`config.mk`:
```
export PLATFORM = sky130hd
export DESIGN_NAME = lcd_spi_tx
export DESIGN_NICKNAME = d
export VERILOG_FILES = /design/src/common/lcd_pkg.sv /design/src/spi/lcd_spi_tx.sv
export VERILOG_INCLUDE_DIRS = /design/src /design/src/common
export SDC_FILE = /design/constraint.sdc
export NUM_CORES = 1
export LEC_CHECK = 0
export BUFFER_PORTS_ARGS = -buffer_cell sky130_fd_sc_hd__buf_2
export CORE_ASPECT_RATIO = 0.7
export CORE_MARGIN = 2
export CORE_UTILIZATION = 52
export DETAILED_ROUTE_END_ITERATION = 8
export HOLD_SLACK_MARGIN = 0.02
export PLACE_DENSITY = 0.85
export REMOVE_ABC_BUFFERS = 1
export SYNTH_ARGS = -nofsm -noshare
export SYNTH_HDL_FRONTEND = slang
export SYNTH_SLANG_ARGS = --single-unit
```
`constraint.sdc`:
```
create_clock -name clk -period 3.3 [get_ports clk]
set_clock_uncertainty 0.05 [all_clocks]
set_input_delay 0 -clock clk [delete_from_list [all_inputs] [get_ports clk]]
set_output_delay 0 -clock clk [all_outputs]
set_load 0.01 [all_outputs]
```
`src/common/lcd_cfg.svh`:
```
// lcd panel build constants
`ifndef LCD_CFG_SVH
`define LCD_CFG_SVH

// ****************************************
// serial clock divider
// ****************************************
`define LCD_CLK_DIV 149     // lcd_clk period in clk cycles
`define LCD_CLK_LOW 74      // counts with lcd_clk low

// ****************************************
// display script
// ****************************************
`define LCD_CLEAR_BYTES 504 // 84 columns x 6 banks
`define GLYPH_COLS 6        // column bytes per character
`define SCRIPT_LEN 26       // steps incl. the end marker

// byte buffer, power of two
`define FIFO_DEPTH 4

`endif
```
`src/common/lcd_pkg.sv`:
```
// lcd panel bus types
package lcd_pkg;

`include "lcd_cfg.svh"

   // dc pin levels
   localparam logic DC_CMD  = 1'b0;
   localparam logic DC_DATA = 1'b1;

   // one bus transfer, unit of the byte fifo
   typedef struct packed {
      logic       dc;   // 0 command, 1 data
      logic [7:0] data;
   } lcd_byte_t;

   // column 0 sits in the top byte
   typedef logic [0:`GLYPH_COLS-1][7:0] glyph_t;

   // ****************************************
   // controller commands
   // ****************************************
   localparam logic [7:0] CMD_FUNC_EXT   = 8'h21; // extended set, horizontal
   localparam logic [7:0] CMD_VOP        = 8'hc8; // contrast
   localparam logic [7:0] CMD_TEMP       = 8'h06; // temp coefficient
   localparam logic [7:0] CMD_BIAS       = 8'h13; // bias 1:48
   localparam logic [7:0] CMD_FUNC_BASIC = 8'h20; // back to basic set
   localparam logic [7:0] CMD_DISP_NORM  = 8'h0c; // normal mode
   localparam logic [7:0] CMD_SET_Y      = 8'h40; // or'ed with bank row
   localparam logic [7:0] CMD_SET_X      = 8'h80; // or'ed with column

endpackage

```
`src/spi/lcd_spi_tx.sv`:
```
// lcd serial transmitter
`timescale 1ns/1ps
`include "lcd_cfg.svh"

module lcd_spi_tx (
   input  logic               clk,
   input  logic               rst_n,
   input  logic               empty,
   input  lcd_pkg::lcd_byte_t pop_item,
   output logic               pop,
   output logic               lcd_clk,
   output logic               lcd_ce,
   output logic               lcd_dc,
   output logic               lcd_din
);
   import lcd_pkg::*;

   localparam int CNT_W = $clog2(`LCD_CLK_DIV);

   logic [CNT_W-1:0] div_cnt;
   logic [CNT_W-1:0] div_nxt;
   logic             fall_tick;   // lcd_clk drops on this edge
   logic [6:0]       shift_q;     // bits still to send
   logic [3:0]       bit_cnt;     // bits already on the wire

   // ****************************************
   // clock divider
   // ****************************************
   assign fall_tick = (div_cnt == CNT_W'(`LCD_CLK_DIV - 1));
   assign div_nxt   = fall_tick ? '0 : div_cnt + 1'b1;

   always_ff @(posedge clk) begin
      if (!rst_n) begin
         div_cnt <= '0;
         lcd_clk <= 1'b0;
      end else begin
         div_cnt <= div_nxt;
         lcd_clk <= (div_nxt >= CNT_W'(`LCD_CLK_LOW));   // tracks div_cnt
      end
   end

   // ****************************************
   // serializer
   // ****************************************
   // start only from idle, ce high means idle
   assign pop = fall_tick && lcd_ce && !empty;

   always_ff @(posedge clk) begin
      if (!rst_n) begin
         lcd_ce  <= 1'b1;
         lcd_dc  <= DC_CMD;
         lcd_din <= 1'b0;
         bit_cnt <= '0;
      end else if (fall_tick) begin
         if (pop) begin
            lcd_ce  <= 1'b0;
            lcd_dc  <= pop_item.dc;
            lcd_din <= pop_item.data[7];   // msb first
            bit_cnt <= 4'd1;
         end else if (!lcd_ce && bit_cnt == 4'd8) begin
            lcd_ce <= 1'b1;                // ninth fall ends frame
         end else if (!lcd_ce) begin
            lcd_din <= shift_q[6];
            bit_cnt <= bit_cnt + 1'b1;
         end
      end
   end

   always_ff @(posedge clk) begin
      if (pop) begin
         shift_q <= pop_item.data[6:0];
      end else if (fall_tick && !lcd_ce) begin
         shift_q <= {shift_q[5:0], 1'b0};
      end
   end

endmodule

```
==> flow_summary_export.csv, run 1 <==
group,metric,value,unit
status,outcome,"finished clean",
power,p_int,0.360,mW
clock_tree,ctsResizeCount,0,
critical_path,critical_path_class,"reg2reg",
floorplanning,die-area,2570,um^2
clock_tree,cts-root-buf,"clkbuf_4",
floorplanning,boundaryPins,17,
detailed_routing,drt_wl_total,2390,um
clock_tree,cts_tree,"done",
critical_path,crit_required,3.20,ns
global_routing,grt.total_usage,0.223,
place,dp_cells,150,
timing,hold_slack,0.424,ns
global_routing,gr-total-overflow,0,
place,gp_congestion,0.888,
synthesis,syn-cell-area,1130,um^2
power,p_sw_frac,0.219,
synthesis,synth_top_area_cell,"dfxtp_1",
timing,hold_violations,0,
power,ir_drop,0.206,mV
run,cap_viol_max_count,0,
critical_path,slowest_stage,"a21oi_1",
final_layout,fillers,168,
detailed_routing,vias,917,
global_routing,antenna_found_initial,0,
min_path,worstHoldPathType,"in2reg",
synthesis,syn-instance-count,113,
final_layout,syn_to_final_growth,20.7,%
power,switchingPower,0.101,mW
timing,slew_violations,0,
floorplanning,rows,14,
critical_path,worstPathMaxFanout,10,
detailed_routing,ant_nets,0,
critical_path,startpoint_type,"register",
place,hpwl,1610,um
detailed_routing,first_iter_violations,68,
timing,setup_tns,0,ns
critical_path,end_kind,"register",
final_layout,antenna_cells,0,
place,io_buffers,16,
final_layout,final_core_util,0.649,
timing,max_clock_freq,422,MHz
synthesis,ys_seq_elements,23,
power,power,0.460,mW
final_layout,multi_input_area,547,um^2
floorplanning,core,2100,um^2
synthesis,synth.top_cell.area_share,0.283,
power,leakage,0.560,nW
floorplanning,die_x,59.7,um
synthesis,ys_types,37,
final_layout,nNetsFinal,159,
final_layout,final_cell_mix,"16 x dfxtp_1, 16 x buf_2, 11 x dlygate4sd3_1",
floorplanning,chipHeight,43.0,um
final_layout,regArea,531,um^2
detailed_routing,routedWlPerCell,14.5,um
critical_path,worstPathCellList,"inv_1 -> ha_1 -> nand4b_2 -> or3_1 -> a21oi_1",
clock_tree,cts.sinks,23,
power,clock_power_share,0.279,
critical_path,slowest_delay,0.65,ns
synthesis,avgSynthCellArea,10.0,um^2
clock_tree,clk_path_buf_depth,2,
timing,setup_violations,0,
critical_path,worst_ep_arrival_time,2.27,ns
clock_tree,path_clk_slew,0.11,ns
global_routing,grt_max_degree,13,
clock_tree,htreeDepth,1,
power,seqPwrFrac,0.646,
detailed_routing,vias_per_cell,5.56,
clock_tree,cts_made_buffers,3,
detailed_routing,drc,0,
final_layout,drive_above_1_share,0.220,
timing,worstMarginPinSlew,0.758,ns
power,p_per_area,337,nW/um^2
detailed_routing,firstDrtPassIters,4,
power,comb_power_share,0.075,
global_routing,grt_pass1_vias,891,
floorplanning,initial_core_util,0.538,
clock_tree,clkLatencyLatePin,0.31,ns
timing,rsz0062_at_grt,"no",
final_layout,final_area,1370,um^2
timing,max_slew_margin,0.495,
timing,timing.final.ws_setup,0.931,ns
timing,fin_crit,2.37,ns
global_routing,grt_first_pass_wirelength,4140,um
synthesis,synth_warnings,0,
place,post-place-ws,0.974,ns
synthesis,seq_area_frac_synth,0.469,
timing,fin_crit_sh,0.718,
final_layout,final_cells,165,
synthesis,synthTopCellsByArea,"dfxtp_1 28%, edfxtp_1 19%, mux2_2 6.0%",
place,place_area,1230,um^2
worst max-delay path, delay by kind of cell, from the launching register on:
| family | cells | cell delay [ns] |
|---|---|---|
| AND/OR/NAND/NOR | 2 | 0.68 |
| AO/OA/AOI/OAI | 1 | 0.65 |
| flip-flops | 1 | 0.39 |
| adder cells (fa/ha/maj) | 1 | 0.15 |
| buffers and inverters | 1 | 0.09 |
sequential cells by signal, indices dropped and copies added, names as in the netlist:
name	count
bit_cnt	4
div_cnt	8
lcd_ce	1
lcd_clk	1
lcd_dc	1
lcd_din	1
shift_q	7
cells in the mapped netlist:
library cell  count
a21boi_0          1
a21oi_1           6
a221oi_1          1
a31o_2            1
a31oi_1           1
and2_1            4
and3_1            1
and4b_1           1
buf_4             1
buf_6             1
clkbuf_1          2
dfxtp_1          16
edfxtp_1          7
ha_1              5
inv_1             9
mux2_2            6
mux2i_1           1
nand2_1           4
nand2b_1          2
nand3_1           3
nand3b_1          2
nand4_1           2
nand4b_1          1
nand4b_2          1
nor2_1            8
nor3_1            3
nor3b_1           1
nor4_1            1
o2111ai_1         2
o211ai_1          1
o21ai_0           6
o22ai_1           1
o31a_1            1
or2_2             2
or3_1             3
xnor2_1           4
xor2_1            1
power groups by stage:
stage	Sequential [mW]	Clock (mW)	Combinational (mW)
after floorplan	0.303	0	0.0126
after global routing	0.298	0.141	0.0394
after global placement	0.303	0	0.0227
after detailed placement	0.304	0	0.0239
after CTS	0.297	0.132	0.0342
final	0.297	0.129	0.0346
cell type report:
cell class,count,share of cell area
clock buffer,4,0.0192
inverter,9,0.0247
multi-input combinational,77,0.401
sequential,23,0.389
tap,24,0.0220
timing repair buffer,28,0.145
repair_timing:
action	4_1_cts	5_1_grt
setup endpoints to repair	0	0
endpoints found under the hold margin	14	0
hold buffers	11	0
buffers inserted	0	0
final timing paths:
path,start,end,slack [ns],cells after the start
worst max register to register,div_cnt[0]$_SDFF_PN0_,shift_q[0]$_SDFFCE_PP0P_,0.93,5
worst min-delay path,pop_item[8],lcd_dc$_SDFFE_PN0P_,0.42,4
worst min register to register,lcd_dc$_SDFFE_PN0P_,lcd_dc$_SDFFE_PN0P_,0.46,2
worst max-delay path,div_cnt[0]$_SDFF_PN0_,shift_q[0]$_SDFFCE_PP0P_,0.93,5
routing by layer:
metal | track usage | part of all wire | vias up
met5 | 0 | 0 | -
met4 | 0.0756 | 0.013 | 0
met3 | 0.0579 | 0.047 | 7
met2 | 0.370 | 0.48 | 29
met1 | 0.279 | 0.45 | 424
li1 | - | - | 457
cell families (layout without fill, tap and decap cells):
family / count (synthesis) / count (layout) / share of synthesized area
AO/OA/AOI/OAI: 21 / 21 / 0.116
XOR/XNOR: 5 / 5 / 0.0387
AND/OR/NAND/NOR: 39 / 39 / 0.199
adder cells (fa/ha/maj): 5 / 5 / 0.0553
flip-flops: 23 / 23 / 0.469
multiplexers: 7 / 7 / 0.0686
buffers and inverters: 13 / 41 / 0.0531
No activity file was read; power rests on OpenSTA's default activity.
==> inputs of run 2 (changes only) <==
CORE_UTILIZATION = 49   (was 52)
PLACE_DENSITY = 0.84   (was 0.85)
clock period = 2 ns   (was 3.3 ns; I/O delays follow)
==> flow_summary_export.csv, run 2 (synthesized netlist as in run 1, its figures left out) <==
group,metric,value,unit
final_layout,final_cell_mix,"16 x dfxtp_1, 16 x buf_2, 11 x dlygate4sd3_1",
timing,slew_violations,0,
final_layout,final_cells,180,
global_routing,grt_first_pass_wirelength,3950,um
run,cap_viol_max_count,0,
power,p_per_area,535,nW/um^2
global_routing,grt_pass1_vias,889,
final_layout,largestRegisters,"div_cnt x8, shift_q x7, bit_cnt x4",
detailed_routing,ant_nets,0,
floorplanning,die_x,61.4,um
critical_path,worstPathCellList,"inv_1 -> ha_1 -> nand4b_2 -> nor4_2 -> buf_4 -> mux2_2",
detailed_routing,first_iter_violations,98,
timing,hold_violations,0,
timing,max_clock_freq,517,MHz
global_routing,grt_max_degree,13,
detailed_routing,drt_wl_total,2590,um
critical_path,worst_ep_arrival_time,1.96,ns
global_routing,gr-total-overflow,0,
power,ir_drop,0.368,mV
timing,worstMarginPinSlew,0.316,ns
final_layout,drive_above_1_share,0.264,
critical_path,end_kind,"register",
final_layout,syn_to_final_growth,26.7,%
place,hpwl,1630,um
critical_path,critical_path_class,"reg2reg",
timing,fin_crit_sh,0.967,
clock_tree,htreeDepth,1,
place,place_area,1270,um^2
critical_path,worstPathMaxFanout,12,
detailed_routing,vias_per_cell,5.27,
timing,setup_tns,0,ns
status,outcome,"finished clean",
detailed_routing,drc,0,
clock_tree,clkLatencyLatePin,0.31,ns
clock_tree,clk_path_buf_depth,2,
critical_path,crit_required,2.02,ns
critical_path,slowest_delay,0.38,ns
floorplanning,core,2170,um^2
clock_tree,cts_tree,"done",
critical_path,startpoint_type,"register",
clock_tree,cts.sinks,23,
timing,hold_slack,0.442,ns
global_routing,antenna_found_initial,0,
final_layout,antenna_cells,0,
critical_path,slowest_stage,"dfxtp_1",
floorplanning,initial_core_util,0.521,
final_layout,final_core_util,0.660,
final_layout,final_area,1430,um^2
detailed_routing,vias,948,
clock_tree,cts_made_buffers,3,
timing,max_slew_margin,0.787,
clock_tree,path_clk_slew,0.12,ns
min_path,worstHoldPathType,"in2reg",
timing,setup_violations,0,
detailed_routing,firstDrtPassIters,4,
global_routing,grt.total_usage,0.200,
power,leakage,0.583,nW
final_layout,largest-register,"div_cnt",
floorplanning,rows,14,
detailed_routing,routedWlPerCell,14.4,um
floorplanning,die-area,2710,um^2
place,io_buffers,16,
place,dp_cells,162,
place,gp_congestion,0.932,
floorplanning,chipHeight,44.2,um
final_layout,nNetsFinal,166,
clock_tree,cts-root-buf,"clkbuf_4",
final_layout,largest_reg_flops,8,
timing,fin_crit,1.93,ns
floorplanning,boundaryPins,17,
-- run 2: per-layer routing --
| layer | GRT usage | vias up | part of all wire |
|---|---|---|---|
| met1 | 0.261 | 445 | 0.44 |
| met4 | 0.0596 | 0 | 0.020 |
| li1 | - | 471 | - |
| met3 | 0.0526 | 4 | 0.048 |
| met2 | 0.328 | 28 | 0.49 |
| met5 | 0 | - | 0 |
-- run 2: cell type report --
| type | instances | area, um^2 |
|---|---|---|
| flip-flops and latches | 23 | 531 |
| multi-input cells | 77 | 552 |
| clock buffers | 4 | 26.3 |
| fillers | 176 | 739 |
| repair buffers | 35 | 250 |
| inverters | 9 | 33.8 |
| well taps | 32 | 40.0 |
-- run 2: worst max-delay path: cells and delay by family, from the launching register on --
kind                     cells  cell delay (ns)
multiplexers                 1             0.36
buffers and inverters        2             0.33
AND/OR/NAND/NOR              2             0.42
adder cells (fa/ha/maj)      1             0.16
flip-flops                   1             0.38
-- run 2: path summary, 6_finish.rpt --
check                           from  depth (start not counted)                      end  slack, ns
max            div_cnt[1]$_SDFF_PN0_                          6     shift_q[3]$_DFFE_PP_       0.07
min                      pop_item[7]                          4     lcd_din$_SDFFE_PN0P_       0.44
max reg2reg    div_cnt[1]$_SDFF_PN0_                          6     shift_q[3]$_DFFE_PP_       0.07
min reg2reg  bit_cnt[3]$_SDFFE_PN0P_                          2  bit_cnt[3]$_SDFFE_PN0P_       0.46
-- run 2: where the power goes --
group          leakage [nW]  total [mW]  internal [mW]  switching (mW)
Combinational         0.371      0.0622         0.0349          0.0273
Clock                0.0150       0.215         0.0779           0.137
Sequential            0.197       0.489          0.482         0.00642
Total                 0.583       0.766          0.595           0.171
-- run 2: through the flow --
step	total power [mW]	worst slack (ns)
after floorplan	0.520	-0.810
after global placement	0.540	0.129
after detailed placement	0.542	0.0779
after CTS	0.767	0.0582
after global routing	0.792	-0.0159
final	0.766	0.0652
-- run 2: timing repair --
item | in CTS | in global routing
setup buffers | 0 | 3
hold buffers | 11 | 0
setup endpoints to repair | 0 | 16
endpoints found under the hold margin | 14 | 0
gates resized for setup | 0 | 1
