$ cat config.mk
export PLATFORM = sky130hd
export DESIGN_NAME = byte_fifo
export DESIGN_NICKNAME = d
export VERILOG_FILES = /design/src/common/lcd_pkg.sv /design/src/verilog/byte_fifo.sv
export VERILOG_INCLUDE_DIRS = /design/src /design/src/common
export SDC_FILE = /design/constraint.sdc
export NUM_CORES = 1
export LEC_CHECK = 0
export ABC_AREA = 1
export BUFFER_PORTS_ARGS = -buffer_cell sky130_fd_sc_hd__buf_2
export CORE_MARGIN = 5
export CORE_UTILIZATION = 61
export CTS_CLUSTER_SIZE = 30
export DETAILED_ROUTE_END_ITERATION = 6
export GPL_TIMING_DRIVEN = 0
export PLACE_DENSITY = 0.85
export SETUP_SLACK_MARGIN = 0.05
export SYNTH_ARGS = -nofsm -noshare
export SYNTH_HDL_FRONTEND = slang
export SYNTH_SLANG_ARGS = --single-unit
$ cat constraint.sdc
create_clock -name clk -period 4.5 [get_ports clk]
set_clock_uncertainty 0.2 [all_clocks]
set_input_delay 0.45 -clock clk [delete_from_list [all_inputs] [get_ports clk]]
set_output_delay 0.45 -clock clk [all_outputs]
set_load 0.005 [all_outputs]
$ cat src/common/lcd_cfg.svh
// lcd panel build constants
`ifndef LCD_CFG_SVH
`define LCD_CFG_SVH

// ****************************************
// serial clock divider
// ****************************************
`define LCD_CLK_DIV 149     // lcd_clk period in clk cycles
`define LCD_CLK_LOW 74      // counts with lcd_clk low

// ****************************************
// display script
// ****************************************
`define LCD_CLEAR_BYTES 504 // 84 columns x 6 banks
`define GLYPH_COLS 6        // column bytes per character
`define SCRIPT_LEN 26       // steps incl. the end marker

// byte buffer, power of two
`define FIFO_DEPTH 4

`endif
$ cat src/common/lcd_pkg.sv
// lcd panel bus types
package lcd_pkg;

`include "lcd_cfg.svh"

   // dc pin levels
   localparam logic DC_CMD  = 1'b0;
   localparam logic DC_DATA = 1'b1;

   // one bus transfer, unit of the byte fifo
   typedef struct packed {
      logic       dc;   // 0 command, 1 data
      logic [7:0] data;
   } lcd_byte_t;

   // column 0 sits in the top byte
   typedef logic [0:`GLYPH_COLS-1][7:0] glyph_t;

   // ****************************************
   // controller commands
   // ****************************************
   localparam logic [7:0] CMD_FUNC_EXT   = 8'h21; // extended set, horizontal
   localparam logic [7:0] CMD_VOP        = 8'hc8; // contrast
   localparam logic [7:0] CMD_TEMP       = 8'h06; // temp coefficient
   localparam logic [7:0] CMD_BIAS       = 8'h13; // bias 1:48
   localparam logic [7:0] CMD_FUNC_BASIC = 8'h20; // back to basic set
   localparam logic [7:0] CMD_DISP_NORM  = 8'h0c; // normal mode
   localparam logic [7:0] CMD_SET_Y      = 8'h40; // or'ed with bank row
   localparam logic [7:0] CMD_SET_X      = 8'h80; // or'ed with column

endpackage

$ cat src/verilog/byte_fifo.sv
// bus byte fifo
`timescale 1ns/1ps
`include "lcd_cfg.svh"

module byte_fifo (
   input  logic               clk,
   input  logic               rst_n,
   input  logic               push,
   input  lcd_pkg::lcd_byte_t push_item,
   input  logic               pop,
   output lcd_pkg::lcd_byte_t pop_item,
   output logic               full,
   output logic               empty
);
   import lcd_pkg::*;

   localparam int AW = $clog2(`FIFO_DEPTH);

   lcd_byte_t       mem [`FIFO_DEPTH];
   logic [AW-1:0]   wr_ptr;
   logic [AW-1:0]   rd_ptr;
   logic [AW:0]     count;   // one extra bit for full
   logic            do_push;
   logic            do_pop;

   assign do_push  = push && !full;
   assign do_pop   = pop && !empty;
   assign full     = (count == (AW+1)'(`FIFO_DEPTH));
   assign empty    = (count == '0);
   assign pop_item = mem[rd_ptr];   // head, valid when not empty

   always_ff @(posedge clk) begin
      if (do_push) mem[wr_ptr] <= push_item;
   end

   // pointers wrap on the power of two depth
   always_ff @(posedge clk) begin
      if (!rst_n) begin
         wr_ptr <= '0;
         rd_ptr <= '0;
         count  <= '0;
      end else begin
         if (do_push) wr_ptr <= wr_ptr + 1'b1;
         if (do_pop)  rd_ptr <= rd_ptr + 1'b1;
         count <= count + (AW+1)'(do_push) - (AW+1)'(do_pop);   // both at once, no change
      end
   end

endmodule

==> metrics.md, run 1 <==
| Metric | Value |
|---|---|
| Net Sw Frac | 0.344 |
| Area of the multi-input gates | ~570 um^2 |
| Drt wl/cell | around 16 um |
| Via count | approximately 1200 |
| Area growth syn-to-layout | 11.3% |
| Worst EP arrival | about 1500 ps |
| Comb power frac | 0.350 |
| Worst Tran Pin Value | 924 ps |
| Netlist Area Pre-Place | between 1500 and 2000 um^2 |
| Seq/Total Area, Yosys | 0.646 |
| Die Span Y | ~67 um |
| EDFF count, synth | 36 |
| Pre-CTS setup slack | ~2400 ps |
| Pins Over Slew Limit | 0 |
| Largest net degree at the start of global routing | 14 |
| Non-filler cells, final | around 230 |
| Placed instance count | ~220 |
| Syn Inst Count | about 150 |
| Hold Crit Start | push_item[1] |
| Final nets | just over 200 |
| N_diodes | 0 |
| Net Count, Synth | between 150 and 200 |
| Share of power burned in registers | 0.491 |
| Clock power share | 0.159 |
| Post-route core utilization | 0.711 |
| Overall power | 1.12 mW |
| Critical Path Start Type | flip-flop |
| # port buffers | 23 |
| CTS H-tree depth | 2 |
| Lkg Pwr | ~0.86 nW |
| Ports | 24 |
| Layout cells sized above 1 | 0.324 |
| Hold depth | 1 |
| Dominant synthesized flop cell | edfxtp_1 |
| DRC viols | 0 |
| Setup Buffers After CTS | 0 |
| GR Overflow Total | 0 |
| Peak VDD IR | roughly 0.00028 V |
| Clock slew seen by the registers of the worst setup and hold paths | between 100 and 150 ps |
| MaxCap Viol Count | 0 |
| Antenna violations before repair | 0 |
| Final setup viols | 0 |
| Syn Area/Cell | approximately 13 um^2 |
| RR Endpoint | count[2] |
| Largest fanout on the critical path | 10 |
| WL final | around 3600 um |
| CP endpoint kind | output port |
| CTS tree | done |
| R2R depth | 10 |
| Area post-placement | about 2100 um^2 |
| Async SR Flop Fraction | 0 |
| Final WS setup | between 2000 and 2500 ps |
| Hpwl dp | between 2000 and 3000 um |
| GRT Overall Usage | 0.188 |
| Clk Latency, worst-skew pair | 340 ps |
| Worst reg2reg setup slack | between 2000 and 2500 ps |
| Clk sinks | 45 |
| Die width | 66.6 um |
| CTS Root Buffer Type | clkbuf_4 |
| RSZ-0062 raised after global routing | no |
| Reg-to-Reg Start | count[1] |
| Post-layout min period | between 2000 and 2500 ps |
| Post-route cell area | around 2200 um^2 |
| Req. time, crit path | just under 4000 ps |
| Die ar. | 4430 um^2 |
| Max Freq | approximately 0.47 GHz |
| Post-synthesis register bit count | 45 |
| Switching power | a little under 0.4 mW |
| YS warnings | 0 |
| Hold Crit Endpoint | mem[0][1] |
| Hold_ws | around 100 ps |
| Final Hold Fails | 0 |
| Pre-Repair DR Iteration Count | 4 |
| FILL cells | between 200 and 250 |
| Slew headroom | 0.382 |
| Clock Path Buffers | 2 |
| P per Cell Area | 515 nW/um^2 |
| Fin crit share | 0.471 |
| Worst Hold Class | in -> reg |
| WS Path Type | reg -> out |
| GP Congestion | approximately 0.8 |
| Post-route ant nets | 0 |
| Number of global-route vias before repair | ~1300 |
| Wire length of the first global-routing pass | 5980 um |
| Core box area | about 3000 um^2 |
| Cts repair resizes | 0 |
| Internal Power | approximately 0.73 mW |
| # rows | 20 |
| Drt initial violations | 32 |
| # hold bufs at CTS | 0 |
| Setup TNS | 0 ps |
| Vias per Instance | roughly 5.3 |
| Cell variety after synth | 21 |
| CTS buffer count | 5 |
| Register area | about 1300 um^2 |
| Status | finished clean |
| Starting density of the core | 0.639 |
-- flip-flops by register name (all words and copies together), names as in the netlist, named ones only --
name	cells
mem	36
count	3
rd_ptr	2
wr_ptr	2
-- worst max-delay path by stage --
stage | to | slack (ps) | from | cells past startpoint
after detailed placement | count[2] | 2390 | push | 8
final | pop_item[8] | 2380 | flip-flop | 4
after global placement | count[2] | 2450 | push | 8
after CTS | pop_item[8] | 2360 | flip-flop | 4
after global routing | count[2] | 2240 | count[1] | 11
after floorplan | count[2] | 2470 | count[1] | 10
-- critical path, cell delays in order, from the launching register on --
cell	delay, ps
dfxtp_1	570
inv_2	180
o21ai_0	150
o22ai_2	100
buf_2	130
-- power groups by stage --
stage,combinational [mW],clock (mW),sequential [mW]
after global routing,0.443,0.200,0.556
after floorplan,0.280,0,0.548
after global placement,0.373,0,0.553
after detailed placement,0.398,0,0.559
final,0.391,0.178,0.549
after CTS,0.399,0.183,0.550
-- cell usage in the layout (no fill, tap or decap) --
| cell type | synthesis | final |
|---|---|---|
| dfxtp_1 | 9 | 9 |
| inv_8 | 1 | 1 |
| o21ai_0 | 16 | 16 |
| buf_6 | 2 | 2 |
| fa_1 | 1 | 1 |
| ha_1 | 6 | 6 |
| nand3_1 | 4 | 4 |
| o21ai_2 | 2 | 2 |
| edfxtp_1 | 36 | 36 |
| nor2_4 | 1 | 1 |
| a21oi_1 | 4 | 4 |
| nor2_2 | 9 | 9 |
| buf_2 | 0 | 23 |
| nand2_1 | 10 | 10 |
| nor2_1 | 20 | 20 |
| nand2_4 | 2 | 2 |
| buf_12 | 1 | 1 |
| a21oi_2 | 1 | 1 |
| clkbuf_4 | 0 | 5 |
| clkinv_2 | 0 | 1 |
| inv_2 | 1 | 1 |
| inv_1 | 17 | 17 |
| nand2_2 | 2 | 2 |
| o22ai_2 | 9 | 9 |
| clkbuf_1 | 0 | 2 |
-- synth_stat cells, types with 2 or more instances --
| cell type | instances | area share |
|---|---|---|
| o21ai_2 | 2 | 0.0090 |
| buf_6 | 2 | 0.012 |
| ha_1 | 6 | 0.038 |
| o21ai_0 | 16 | 0.041 |
| nor2_1 | 20 | 0.038 |
| inv_1 | 17 | 0.033 |
| nand2_2 | 2 | 0.0064 |
| edfxtp_1 | 36 | 0.55 |
| nand2_1 | 10 | 0.019 |
| nor2_2 | 9 | 0.029 |
| a21oi_1 | 4 | 0.010 |
| dfxtp_1 | 9 | 0.092 |
| o22ai_2 | 9 | 0.058 |
| nand3_1 | 4 | 0.010 |
| nand2_4 | 2 | 0.012 |
-- layout make-up --
cell class | count | area share
Buffer | 3 | 0.0196
Clock buffer | 7 | 0.0207
Clock inverter | 1 | 0.00230
Inverter | 19 | 0.0363
Multi-Input combinational cell | 87 | 0.262
Sequential cell | 45 | 0.581
Tap cell | 44 | 0.0253
Timing Repair Buffer | 23 | 0.0530
-- cell families (layout without fill, tap and decap cells) --
logic type | count (synthesis) | in the layout | synth area share
AND/OR/NAND/NOR | 48 | 48 | 0.121
buffers and inverters | 22 | 53 | 0.0622
flip-flops | 45 | 45 | 0.646
AO/OA/AOI/OAI | 32 | 32 | 0.122
adder cells (fa/ha/maj) | 7 | 7 | 0.0487
-- metal layers --
| layer | share of wire | wire length (um) | up-vias | track usage |
|---|---|---|---|---|
| met4 | 0.010 | 37 | 0 | 0.0457 |
| met3 | 0.056 | 201 | 5 | 0.0607 |
| li1 | - | - | 592 | - |
| met2 | 0.56 | 2020 | 35 | 0.342 |
| met1 | 0.37 | 1320 | 581 | 0.211 |
| met5 | 0 | 0 | - | 0 |
Power figures use the tool's default switching activity.
==> run 2, diff against run 1 <==
ABC_AREA = 0   (was 1)
CORE_UTILIZATION = 50   (was 61)
PLACE_DENSITY = 0.76   (was 0.85)
clock period = 1.8 ns   (was 4.5 ns; I/O delays follow)
==> run 2 against run 1 <==
  * The run now ends with setup timing left
  * Sequential cell count is the same
  * Worst hold slack worse by 88 ps
  * Sequential share of layout area decreased by 2.8 points
  * Final cell count is 15% lower
  * Utilization fell by 3.3 points
  * Global-route usage fell by 5.2 points
  * Largest cell class unchanged
==> metrics.md, run 2 <==
| Metric | Value |
|---|---|
| CP endpoint kind | flip-flop (was output port) |
| Largest family of logic cells by synthesized area | multiplexers (was compound AO/OA/AOI/OAI gates) |
| Pre-Repair DR Iteration Count | 4 (unchanged) |
| WL met1 | 1230 um (was 1320 um) |
| CTS buffer count | 5 (unchanged) |
| Share of power burned in registers | 0.482 (was 0.491) |
| Async SR Flop Fraction | 0 (unchanged) |
| Area post-placement | 2000 um^2 (was 2120 um^2) |
| GP Congestion | 0.742 (was 0.804) |
| Syn Area/Cell | 18.2 um^2 (was 12.7 um^2) |
| Worst Tran Pin Value | 370 ps (was 924 ps) |
| Clock Path Buffers | 2 (unchanged) |
| Pins Over Slew Limit | 0 (unchanged) |
| Area of the multi-input gates | 571 um^2 (was 569 um^2) |
| Area growth syn-to-layout | 28.8% (was 11.3%) |
| P per Cell Area | 1240 nW/um^2 (was 515 nW/um^2) |
| Post-layout min period | roughly 2300 ps |
| Post-synthesis register bit count | 45 (unchanged) |
| Post-Synth Simple-Gate Area | 0.0665 (was 0.121) |
| Final Hold Fails | 0 (unchanged) |
| EDFF count, synth | 36 (unchanged) |
| WL final | 3210 um (was 3580 um) |
| Req. time, crit path | 1860 ps (was 3850 ps) |
| GRT Overall Usage | 0.136 (was 0.188) |
| Post-route ant nets | 0 (unchanged) |
| Clk sinks | 45 (unchanged) |
| Met2 wire len | 1750 um (was 2020 um) |
| Largest area contributor in the netlist | edfxtp_1 (unchanged) |
| N_diodes | 0 (unchanged) |
| Biggest registers after layout | mem: 36 flops, count: 3 flops (unchanged) |
| MaxCap Viol Count | 0 (unchanged) |
| Lkg Pwr | 0.834 nW (was 0.857 nW) |
| Seq/Total Area, Yosys | 0.706 (was 0.646) |
| Fin crit share | 1.29 |
| Netlist Area Pre-Place | 1790 um^2 (was 1950 um^2) |
| Ports | 24 (unchanged) |
| Most frequent cells in the layout | 36 x edfxtp_1, 22 x buf_2, 11 x dlygate4sd3_1 (was 36 x edfxtp_1, 23 x buf_2, 20 x nor2_1) |
| Clock power share | 0.215 (was 0.159) |
| Top reg by flops | mem (unchanged) |
| Status | finished with violations (was finished clean) |
| Die Span Y | 69.8 um (was 66.6 um) |
| Critical Path Start Type | flip-flop (unchanged) |
| CTS Root Buffer Type | clkbuf_4 (unchanged) |
| Register area | 1270 um^2 (was 1260 um^2) |
| Number of global-route vias before repair | 1053 (was 1290) |
| Failing checks | setup timing |
| Worst EP arrival | 2370 ps (was 1470 ps) |
| Hpwl dp | 1990 um (was 2560 um) |
| Largest net degree at the start of global routing | 16 (was 14) |
| Die ar. | 4870 um^2 (was 4430 um^2) |
| Via count | 978 (was 1213) |
| Dominant synthesized flop cell | edfxtp_1 (unchanged) |
| Drt wl/cell | 16.5 um (was 15.6 um) |
| Share of the synthesized area in the top cell type | 0.605 (was 0.554) |
| Top cells by area, synth | edfxtp_1 61%, mux4_2 11%, dfxtp_1 10%, ha_1 4.2%, and2_1 2.5% (was edfxtp_1 55%, dfxtp_1 9.2%, o22ai_2 5.8%, o21ai_0 4.1%, ha_1 3.8%) |
| Slew headroom | 0.753 (was 0.382) |
| WS Path Type | reg -> reg (was reg -> out) |
| Most common cell after layout, fill and taps aside | edfxtp_1 (unchanged) |
| Xor/xnor share of the synthesized area | 0.00980 (was 0) |
| Starting density of the core | 0.527 (was 0.639) |
| # rows | 21 (was 20) |
| Core box area | 3390 um^2 (was 3050 um^2) |
| Largest fanout on the critical path | 3 (was 10) |
| Commonest cells in the netlist | 36 x edfxtp_1, 9 x dfxtp_1, 9 x mux4_2, 7 x and2_1 (was 36 x edfxtp_1, 20 x nor2_1, 17 x inv_1, 16 x o21ai_0, 10 x nand2_1) |
| CTS tree | done (unchanged) |
| Wire length on met3 | 193 um (was 201 um) |
| Antenna violations before repair | 0 (unchanged) |
| YS warnings | 0 (unchanged) |
| Synth Area in Adders | 0.0532 (was 0.0487) |
| Peak VDD IR | 0.000748 V (was 0.000279 V) |
| Final WS setup | -516 ps (was 2380 ps) |
| Die width | 69.8 um (was 66.6 um) |
| Final nets | 167 (was 204) |
| Switching power | 0.775 mW (was 0.384 mW) |
| Cell variety after synth | 20 (was 21) |
| Net Sw Frac | 0.271 (was 0.344) |
| Worst Hold Class | in -> reg (unchanged) |
| Pre-CTS setup slack | -546 ps (was 2390 ps) |
| Count leader, synth | edfxtp_1 (unchanged) |
| # port buffers | 22 (was 23) |
| Wire length of the first global-routing pass | 5050 um (was 5980 um) |
| Vias per Instance | 5.04 (was 5.30) |
| FILL cells | 219 (was 241) |
| Multiplexer area fraction after synthesis | 0.125 (was 0) |
| Drt initial violations | 88 (was 32) |
| Internal Power | 2.08 mW (was 0.733 mW) |
| Clock slew seen by the registers of the worst setup and hold paths | 130 ps (was 120 ps) |
| Placed instance count | 166 (was 221) |
| Highest Signal Layer | met4 (unchanged) |
| Clk Latency, worst-skew pair | 350 ps (was 340 ps) |
| CTS H-tree depth | 2 (unchanged) |
| Max Freq | between 0.4 and 0.5 GHz |
| Post-route cell area | 2300 um^2 (was 2170 um^2) |
| Max FFs per register | 36 (unchanged) |
| Comb power frac | 0.303 (was 0.350) |
| Syn Inst Count | 98 (was 154) |
| Post-synthesis compound-gate area fraction | 0.0126 (was 0.122) |
| Final setup viols | 11 (was 0) |
| Layout cells sized above 1 | 0.473 (was 0.324) |
| RSZ-0062 raised after global routing | yes (was no) |
| Net Count, Synth | 118 (was 174) |
| Non-filler cells, final | 194 (was 229) |
| GR Overflow Total | 0 (unchanged) |
| DRC viols | 0 (unchanged) |
==> run 2: changes by cell type in the layout (fill, tap and decap cells not counted), moves of 11 or more <==
cell and delta:
o21ai_0 -13, nor2_1 -20, inv_1 -13, dlygate4sd3_1 +11
==> run 2: cell families (layout without fill, tap and decap cells) <==
kind of cell	Yosys count	after routing
fa+ha+maj	7	7
buf+inv	10	56
compound gates	4	4
flops	45	45
mux	11	11
xor+xnor	2	2
simple gates	19	23
==> run 2: layout make-up <==
cell class,instances,area share
plain buffers,3,0.0114
clock inverters,3,0.0201
repair buffers,39,0.117
multi-input cells,47,0.248
flip-flops and latches,45,0.552
inverters,6,0.00979
clock buffers,5,0.0163
well taps,46,0.0250
==> run 2: timing repair <==
item,4_1_cts,5_1_grt
setup buffers,2,3
gates cloned,1,4
pin swaps,0,6
resized for setup,12,8
hold endpoints to repair,40,0
setup endpoints to repair,48,33
hold buffers,11,0
==> run 2: worst max-delay path, stage by stage, from the launching register on <==
cell and delay, ps:
dfxtp_4 380, nor3b_4 150, nor2b_1 130, buf_6 120, inv_2 30, ha_4 250
inv_2 30, ha_4 150, fa_2 350, xnor2_2 150, xnor2_1 130, and2_1 150
==> run 2: metal layers <==
layer	global-route usage	up-vias
met5	0	-
met4	0.0404	0
met3	0.0478	4
met2	0.242	28
met1	0.150	477
li1	-	469
==> run 2: metrics by stage <==
stage | utilization | setup TNS (ps) | total power, mW | hold slack [ps]
finish | 0.679 | -1500 | 2.86 | 12.3
floorplan | - | -706 | 1.86 | 78.9
detailed placement | 0.590 | -871 | 2.11 | 196
global route | 0.679 | -2280 | 3.03 | 35.6
CTS | 0.660 | -1760 | 2.81 | 8.05
global placement | 0.590 | -777 | 2.06 | 189
==> run 2: power by group through the flow <==
stage               sequential (mW)  clock [mW]  combinational [mW]
finish                         1.38       0.615               0.866
global route                   1.39       0.675               0.962
CTS                            1.38       0.627               0.800
detailed placement             1.37           0               0.733
global placement               1.36           0               0.695
floorplan                      1.35           0               0.511
==> run 2: final timing paths <==
kind                            startpoint        end  slack (ps)  cells past startpoint
worst max-delay path              count[2]   count[2]        -520                     11
worst min-delay path                 rst_n  wr_ptr[1]          10                      3
worst max register to register    count[2]   count[2]        -520                     11
worst min register to register   wr_ptr[1]  wr_ptr[1]         310                      2
